$ cat src/source/stepper_pkg.sv
package stepper_pkg;

    localparam int NUM_CHANNELS = 4;
    localparam int NUM_MOTORS   = 4;
    localparam int SPEED_BITS   = 24;    // signed speed and accumulator
    localparam int STEP_BIT     = 16;
    localparam int X_BITS       = 16;
    localparam int TIMING_BITS  = 8;

    // channel select width, at least one bit
    localparam int SEL_BITS = (NUM_CHANNELS > 1) ? $clog2(NUM_CHANNELS) : 1;

    // register map
    localparam int ADDR_SPEED_BASE  = 0;
    localparam int ADDR_CFG_BASE    = 4;
    localparam int ADDR_PRE         = 8;
    localparam int ADDR_PULSE       = 9;
    localparam int ADDR_POST        = 10;
    localparam int ADDR_PRESET_BASE = 12;

    typedef struct packed {
        logic        valid;
        logic [3:0]  addr;
        logic [31:0] data;
    } reg_write_t;

    // cfg word, lsb first: chan_sel, step_en, invert_dir, enable
    typedef struct packed {
        logic                enable;
        logic                invert_dir;
        logic                step_en;
        logic [SEL_BITS-1:0] chan_sel;
    } motor_cfg_t;

    typedef struct packed {
        logic step;
        logic dir;    // 1 = negative
    } step_strobe_t;

    typedef struct packed {
        logic [TIMING_BITS-1:0] pre_n;
        logic [TIMING_BITS-1:0] pulse_n;
        logic [TIMING_BITS-1:0] post_n;
    } pulse_timing_t;

    typedef struct packed {
        logic step;
        logic dir;
        logic enable;
    } motor_pins_t;

endpackage

$ cat src/source/motor_axis.sv
`timescale 1ns/10ps

module motor_axis (
    input  logic                                  clk,
    input  logic                                  rst,
    input  stepper_pkg::step_strobe_t             strobes [stepper_pkg::NUM_CHANNELS],
    input  stepper_pkg::motor_cfg_t               cfg,
    input  stepper_pkg::pulse_timing_t            timing,
    input  logic                                  preset_stb,
    input  logic signed [stepper_pkg::X_BITS-1:0] preset_val,
    output stepper_pkg::motor_pins_t              pins,
    output logic signed [stepper_pkg::X_BITS-1:0] pos
);

    typedef enum logic [1:0] {
        ST_IDLE,
        ST_PRE,
        ST_PULSE,
        ST_POST
    } shaper_state_t;

    shaper_state_t                       state;
    logic [stepper_pkg::TIMING_BITS-1:0] cnt;    // cycles left in phase, minus one
    stepper_pkg::step_strobe_t           sel;
    logic                                stb;
    logic                                dir_q;
    logic                                dir_raw;

    assign sel = strobes[cfg.chan_sel];
    assign stb = sel.step && cfg.step_en;

    always_ff @(posedge clk) begin
        if (rst) begin
            pos <= '0;
        end else if (preset_stb) begin
            pos <= preset_val;    // preset wins over a step
        end else if (stb) begin
            pos <= sel.dir ? pos - 1'b1 : pos + 1'b1;
        end
    end

    always_ff @(posedge clk) begin
        if (rst) dir_q <= 1'b0;
        else if (stb) dir_q <= sel.dir;
    end

    // new direction shows on the strobe cycle, held after
    assign dir_raw = stb ? sel.dir : dir_q;

    // pre / pulse / post shaper, a pulse_n of zero wraps to 256 cycles
    always_ff @(posedge clk) begin
        if (rst) begin
            state <= ST_IDLE;
            cnt   <= '0;
        end else begin
            case (state)
                ST_IDLE: begin
                    if (stb) begin
                        if (timing.pre_n != '0) begin
                            state <= ST_PRE;
                            cnt   <= timing.pre_n - 1'b1;
                        end else begin
                            state <= ST_PULSE;
                            cnt   <= timing.pulse_n - 1'b1;
                        end
                    end
                end
                ST_PRE: begin
                    if (cnt == '0) begin
                        state <= ST_PULSE;
                        cnt   <= timing.pulse_n - 1'b1;
                    end else begin
                        cnt <= cnt - 1'b1;
                    end
                end
                ST_PULSE: begin
                    if (cnt == '0) begin
                        state <= (timing.post_n != '0) ? ST_POST : ST_IDLE;
                        cnt   <= timing.post_n - 1'b1;
                    end else begin
                        cnt <= cnt - 1'b1;
                    end
                end
                default: begin    // ST_POST
                    if (cnt == '0) state <= ST_IDLE;
                    else cnt <= cnt - 1'b1;
                end
            endcase
        end
    end

    assign pins = '{
        step:   state == ST_PULSE,
        dir:    dir_raw ^ cfg.invert_dir,
        enable: cfg.enable
    };

    // step rate from the integrator must fit the pulse timing
    a_no_overlap: assert property (@(posedge clk) disable iff (rst)
        stb |-> state == ST_IDLE);

endmodule

$ cat src/source/motor_regs.sv
`timescale 1ns/10ps

module motor_regs (
    input  logic                                    clk,
    input  logic                                    rst,
    input  stepper_pkg::reg_write_t                 host_wr,
    output logic signed [stepper_pkg::SPEED_BITS-1:0] speeds [stepper_pkg::NUM_CHANNELS],
    output stepper_pkg::motor_cfg_t                 cfgs [stepper_pkg::NUM_MOTORS],
    output stepper_pkg::pulse_timing_t              timing,
    output logic [stepper_pkg::NUM_MOTORS-1:0]      preset_stb,
    output logic signed [stepper_pkg::X_BITS-1:0]   preset_val
);

    logic [stepper_pkg::NUM_CHANNELS-1:0] speed_hit;
    logic [stepper_pkg::NUM_MOTORS-1:0]   cfg_hit;
    logic [stepper_pkg::NUM_MOTORS-1:0]   preset_hit;
    logic signed [stepper_pkg::SPEED_BITS-1:0] wr_speed;

    assign wr_speed = host_wr.data[stepper_pkg::SPEED_BITS-1:0];

    // address decode
    always_comb begin
        speed_hit  = '0;
        cfg_hit    = '0;
        preset_hit = '0;
        for (int i = 0; i < stepper_pkg::NUM_CHANNELS; i++) begin
            speed_hit[i] = host_wr.valid &&
                           host_wr.addr == 4'(stepper_pkg::ADDR_SPEED_BASE + i);
        end
        for (int i = 0; i < stepper_pkg::NUM_MOTORS; i++) begin
            cfg_hit[i]    = host_wr.valid &&
                            host_wr.addr == 4'(stepper_pkg::ADDR_CFG_BASE + i);
            preset_hit[i] = host_wr.valid &&
                            host_wr.addr == 4'(stepper_pkg::ADDR_PRESET_BASE + i);
        end
    end

    always_ff @(posedge clk) begin
        if (rst) begin
            speeds     <= '{default: '0};
            cfgs       <= '{default: '0};
            timing     <= '0;
            preset_stb <= '0;
        end else begin
            for (int i = 0; i < stepper_pkg::NUM_CHANNELS; i++) begin
                if (speed_hit[i]) speeds[i] <= wr_speed;
            end
            for (int i = 0; i < stepper_pkg::NUM_MOTORS; i++) begin
                if (cfg_hit[i])
                    cfgs[i] <= host_wr.data[$bits(stepper_pkg::motor_cfg_t)-1:0];
            end
            if (host_wr.valid && host_wr.addr == 4'(stepper_pkg::ADDR_PRE))
                timing.pre_n <= host_wr.data[stepper_pkg::TIMING_BITS-1:0];
            if (host_wr.valid && host_wr.addr == 4'(stepper_pkg::ADDR_PULSE))
                timing.pulse_n <= host_wr.data[stepper_pkg::TIMING_BITS-1:0];
            if (host_wr.valid && host_wr.addr == 4'(stepper_pkg::ADDR_POST))
                timing.post_n <= host_wr.data[stepper_pkg::TIMING_BITS-1:0];
            preset_stb <= preset_hit;    // one cycle pulse
        end
    end

    always_ff @(posedge clk) begin
        if (|preset_hit) preset_val <= host_wr.data[stepper_pkg::X_BITS-1:0];
    end

    // keeps the integrators at one step strobe per cycle at most
    a_speed_range: assert property (@(posedge clk) disable iff (rst)
        |speed_hit |-> (wr_speed < 2**stepper_pkg::STEP_BIT) &&
                       (wr_speed > -(2**stepper_pkg::STEP_BIT)));

endmodule

$ cat src/source/speed_integrator.sv
`timescale 1ns/10ps

module speed_integrator (
    input  logic                                      clk,
    input  logic                                      rst,
    input  logic signed [stepper_pkg::SPEED_BITS-1:0] speed,
    output stepper_pkg::step_strobe_t                 strobe
);

    logic signed [stepper_pkg::SPEED_BITS-1:0] acc;
    logic signed [stepper_pkg::SPEED_BITS-1:0] acc_next;
    logic                                      step_flip;

    assign acc_next = acc + speed;

    // a crossing of a step boundary toggles the step bit
    assign step_flip = acc_next[stepper_pkg::STEP_BIT] != acc[stepper_pkg::STEP_BIT];

    always_ff @(posedge clk) begin
        if (rst) begin
            acc    <= '0;
            strobe <= '0;
        end else begin
            acc         <= acc_next;    // wraps freely
            strobe.step <= step_flip;
            strobe.dir  <= speed[stepper_pkg::SPEED_BITS-1];
        end
    end

    // the host keeps the step rate low enough for the axes to follow
    a_no_back_to_back: assert property (@(posedge clk) disable iff (rst)
        strobe.step |=> !strobe.step);

endmodule

$ cat src/source/stepper_top.sv
`timescale 1ns/10ps

module stepper_top (
    input  logic                                  clk,
    input  logic                                  rst,
    input  stepper_pkg::reg_write_t               host_wr,
    output stepper_pkg::motor_pins_t              motor_pins [stepper_pkg::NUM_MOTORS],
    output logic signed [stepper_pkg::X_BITS-1:0] motor_pos [stepper_pkg::NUM_MOTORS]
);

    logic signed [stepper_pkg::SPEED_BITS-1:0] speeds [stepper_pkg::NUM_CHANNELS];
    stepper_pkg::motor_cfg_t                   cfgs [stepper_pkg::NUM_MOTORS];
    stepper_pkg::pulse_timing_t                timing;
    logic [stepper_pkg::NUM_MOTORS-1:0]        preset_stb;
    logic signed [stepper_pkg::X_BITS-1:0]     preset_val;
    stepper_pkg::step_strobe_t                 strobes [stepper_pkg::NUM_CHANNELS];

    motor_regs i_motor_regs (
        .clk        (clk),
        .rst        (rst),
        .host_wr    (host_wr),
        .speeds     (speeds),
        .cfgs       (cfgs),
        .timing     (timing),
        .preset_stb (preset_stb),
        .preset_val (preset_val)
    );

    // one integrator per speed channel
    for (genvar ch = 0; ch < stepper_pkg::NUM_CHANNELS; ch++) begin : g_channel
        speed_integrator i_speed_integrator (
            .clk    (clk),
            .rst    (rst),
            .speed  (speeds[ch]),
            .strobe (strobes[ch])
        );
    end

    // every axis sees all channels
    for (genvar m = 0; m < stepper_pkg::NUM_MOTORS; m++) begin : g_motor
        motor_axis i_motor_axis (
            .clk        (clk),
            .rst        (rst),
            .strobes    (strobes),
            .cfg        (cfgs[m]),
            .timing     (timing),
            .preset_stb (preset_stb[m]),
            .preset_val (preset_val),
            .pins       (motor_pins[m]),
            .pos        (motor_pos[m])
        );
    end

endmodule

$ cat config.mk
export PLATFORM = sky130hd
export DESIGN_NAME = stepper_top
export DESIGN_NICKNAME = d
export VERILOG_FILES = /design/src/source/stepper_pkg.sv /design/src/source/motor_axis.sv /design/src/source/motor_regs.sv /design/src/source/speed_integrator.sv /design/src/source/stepper_top.sv
export SDC_FILE = /design/constraint.sdc
export NUM_CORES = 1
export LEC_CHECK = 0
export BUFFER_PORTS_ARGS = -buffer_cell sky130_fd_sc_hd__buf_2
export CAP_MARGIN = 20
export CORE_MARGIN = 1.5
export CORE_UTILIZATION = 55
export DETAILED_ROUTE_END_ITERATION = 10
export GPL_TIMING_DRIVEN = 0
export PLACE_DENSITY = 0.82
export SLEW_MARGIN = 15
export SYNTH_ARGS = -nofsm -noshare
export SYNTH_HDL_FRONTEND = slang
export SYNTH_SLANG_ARGS = --single-unit
$ cat constraint.sdc
create_clock -name clk -period 9.2 [get_ports clk]
set_input_delay 1.38 -clock clk [delete_from_list [all_inputs] [get_ports clk]]
set_output_delay 1.38 -clock clk [all_outputs]
set_load 0.03 [all_outputs]
==> flow_metrics.tcl <==
set metrics [dict create \
    grt_overflow_total 0 \
    drv_slew 0 \
    routed_wl_mm 57.9 \
    synth_area_um2 18600 \
    crit_family "buffers and inverters" \
    std_cell_rows 67 \
    clk-insertion-delay-late_ps 530 \
    clockBufferDepth 3 \
    drive_gt1_frac 0.0831 \
    slew-limit-headroom 0.240 \
    viasPerCell 6.27 \
    worstPathRequired_ps 7820 \
    post_cts_buffers 0 \
    htreeDepth 2 \
    grt_max_degree 21 \
    clk_pin_slew_ps 70 \
    io-pin-count 115 \
    place.gp.congestion 0.963 \
    yosysTopAreaCell "dfxtp_1" \
    grt_pass1_wl_mm 89.8 \
    rsz0062_at_grt "no" \
    num_vias 18000 \
    max_stage_delay_ps 690 \
    syn-instance-count 2258 \
    period_minus_slack_ps 4820 \
    critPathLaunchType "flop" \
    preCtsSetupSlack_ps 5020 \
    fill_cells 2902 \
    grt_usage 0.321 \
    cts-root-buf "clkbuf_16" \
    yosys_warnings 0 \
    final_common_cell "dfxtp_1" \
    synth_top_area_frac 0.324 \
    drtAntennaViolNets 0 \
    firstDrtPassIters 6 \
    p_sw_uw 759 \
    numCtsBuffers 36 \
    finalHoldViolations 0 \
    worstSetupPathType "reg2out" \
    ys_seq_elements 316 \
    nets 2574 \
    cts_sinks 316 \
    power_leakage_nw 9.04 \
    synthTopCellsByArea "dfxtp_1 32%, ha_1 8.9%, a21oi_1 7.2%" \
    die_x_um 187 \
    setup_tns_ps 0 \
    grt_pass1_vias 16900 \
    skew_ps 13.7 \
    swShare 0.248 \
    async_flop_share 0 \
    synth.avg_cell_area_um2 8.22 \
    syn_nets 2437 \
    pwr-share-seq 0.463 \
    cts_hold_buffers 0 \
    die-area_um2 34900 \
    fp.dieH_um 187 \
    cp_num_buf_inv 2 \
    initial_core_util 0.556 \
    crit_path_end_kind "output pin" \
    status "complete, no violations" \
    cellInternalPower_mw 2.31 \
    cts.repair.resized 0 \
    cts_tree "yes" \
    clock.fmax_ghz 0.208 \
    finalCritPeriodShare 0.523 \
    pwr-share-comb 0.062 \
    synth-edff-count 16 \
    finalSetupViolations 0 \
    p_clk_frac 0.475 \
    synthFlopType "dfxtp_1" \
    multi_input_area_um2 11400 \
    core_area_um2 33400 \
    crit_path_cell_trace "mux4_2 -> nand2_1 -> clkbuf_1 -> mux2i_1 -> xnor2_1 -> buf_2" \
    synth.distinct_cells 89 \
    yosysSeqAreaShare 0.349 \
    routedWlPerCell_um 20.2 \
    setup_slack_ps 4380 \
    cellPowerDensity_nw_per_um2 147 \
    drt_iter0_drc 1905 \
    portBuffers 98 \
    arrival_ps 3440 \
    cp_max_fo 10 \
    seq_area_um2 6490 \
    areaGrowthSynthToFinish_pct 12.1 \
    place.detailed.hpwl_mm 41.3 \
    drv.max_cap_violation_count 0 \
    tightest_slew_ps 1140 \
    slowest_stage "clkbuf_1" \
    holdCritPathClass "reg2reg" \
    most-common-layout-cells "300 x dfxtp_1, 290 x nor2_1, 268 x a21oi_1" \
    vdd.ir_drop.worst_mv 0.118 \
    antenna_found_initial 1 \
    drc 0 \
]
==> sequential cells by signal (all words and copies together), names as in the netlist <==
register                             flops
g_motor.i_motor_axis.cnt                32
i_motor_regs.cfgs                       20
i_motor_regs.timing                     24
g_motor.i_motor_axis.state               8
g_channel.i_speed_integrator.strobe      8
g_motor.i_motor_axis.dir_q               4
i_motor_regs.preset_stb                  4
i_motor_regs.preset_val                 16
i_motor_regs.speeds                     72
g_motor.i_motor_axis.pos                64
g_channel.i_speed_integrator.acc        64
==> layer usage <==
metal  vias up  track usage  routed length [um]
met5         -            0                   0
met4         0        0.150                2770
met3       201       0.0500                5380
met2       903        0.525               26300
met1      8542        0.416               23500
li1       8332            -                   -
==> cell families after synthesis <==
kind of cell	share of synthesized area
adder cells (fa/ha/maj)	0.0982
buffers and inverters	0.0357
flip-flops	0.349
AND/OR/NAND/NOR	0.180
AO/OA/AOI/OAI	0.229
multiplexers	0.0454
XOR/XNOR	0.0623
==> final cells by class <==
type                            count  area share
Multi-Input combinational cell   1774       0.549
Sequential cell                   316       0.312
Clock buffer                       50      0.0482
Tap cell                          448      0.0269
Buffer                            112      0.0217
Antenna cell                        1    0.000120
Inverter                           56      0.0101
Clock inverter                     13     0.00848
Timing Repair Buffer               99      0.0239
==> path summary, 6_finish.rpt <==
check	from	to	cells past startpoint	slack, ps
min	i_motor_regs.speeds[95]	i_motor_regs.speeds[95]	2	450
max	i_motor_regs.cfgs[15]	motor_pins[10]	6	4380
max reg2reg	i_motor_regs.cfgs[10]	g_motor[1].i_motor_axis.pos[14]	10	5360
min reg2reg	i_motor_regs.speeds[95]	i_motor_regs.speeds[95]	2	450
==> through the flow <==
stage	utilization	instance area, um2	power (mW)	std cells	hold slack [ps]
2_1_floorplan	-	18600	1.55	2258	432
3_3_place_gp	0.588	19600	1.62	2804	440
3_5_place_dp	0.588	19600	1.63	2805	447
4_1_cts	0.623	20800	3.06	2868	454
5_1_grt	0.623	20800	3.12	2868	481
6_report	0.623	20800	3.06	2869	452
==> power groups by stage <==
stage | registers (mW) | clock network, mW | logic [mW]
6_report | 1.42 | 1.46 | 0.189
5_1_grt | 1.42 | 1.51 | 0.199
4_1_cts | 1.42 | 1.46 | 0.183
3_5_place_dp | 1.45 | 0 | 0.181
3_3_place_gp | 1.45 | 0 | 0.176
2_1_floorplan | 1.44 | 0 | 0.106
==> synthesized netlist by cell type, drive strengths merged (12+ instances only) <==
library cell and number:
nand2b 24, o211a 14, mux2i 65, dfxtp 300, buf 13, or3 13
xnor2 75, o21ai 125, o21bai 17, nor3 57, nor2 291, a31oi 17
inv 54, nor2b 19, o22ai 12, a211oi 37, clkbuf 99, and3 12
xor2 57, edfxtp 16, nand3 17, a21o 55, o21a 14, a221oi 15
ha 132, nand2 258, o211ai 15, a21oi 268
==> worst reg2reg max path, cell delays in order (launching register included) <==
cell       delay [ps]
dfxtp_1           400
mux4_2            760
ha_1              460
a2111oi_2         360
o21ai_0           240
a311oi_1          550
o21bai_1          120
a21oi_1           340
nor3_1             90
a311oi_1          260
o22ai_1           110
Note: power is estimated with default switching activity, not from simulation.
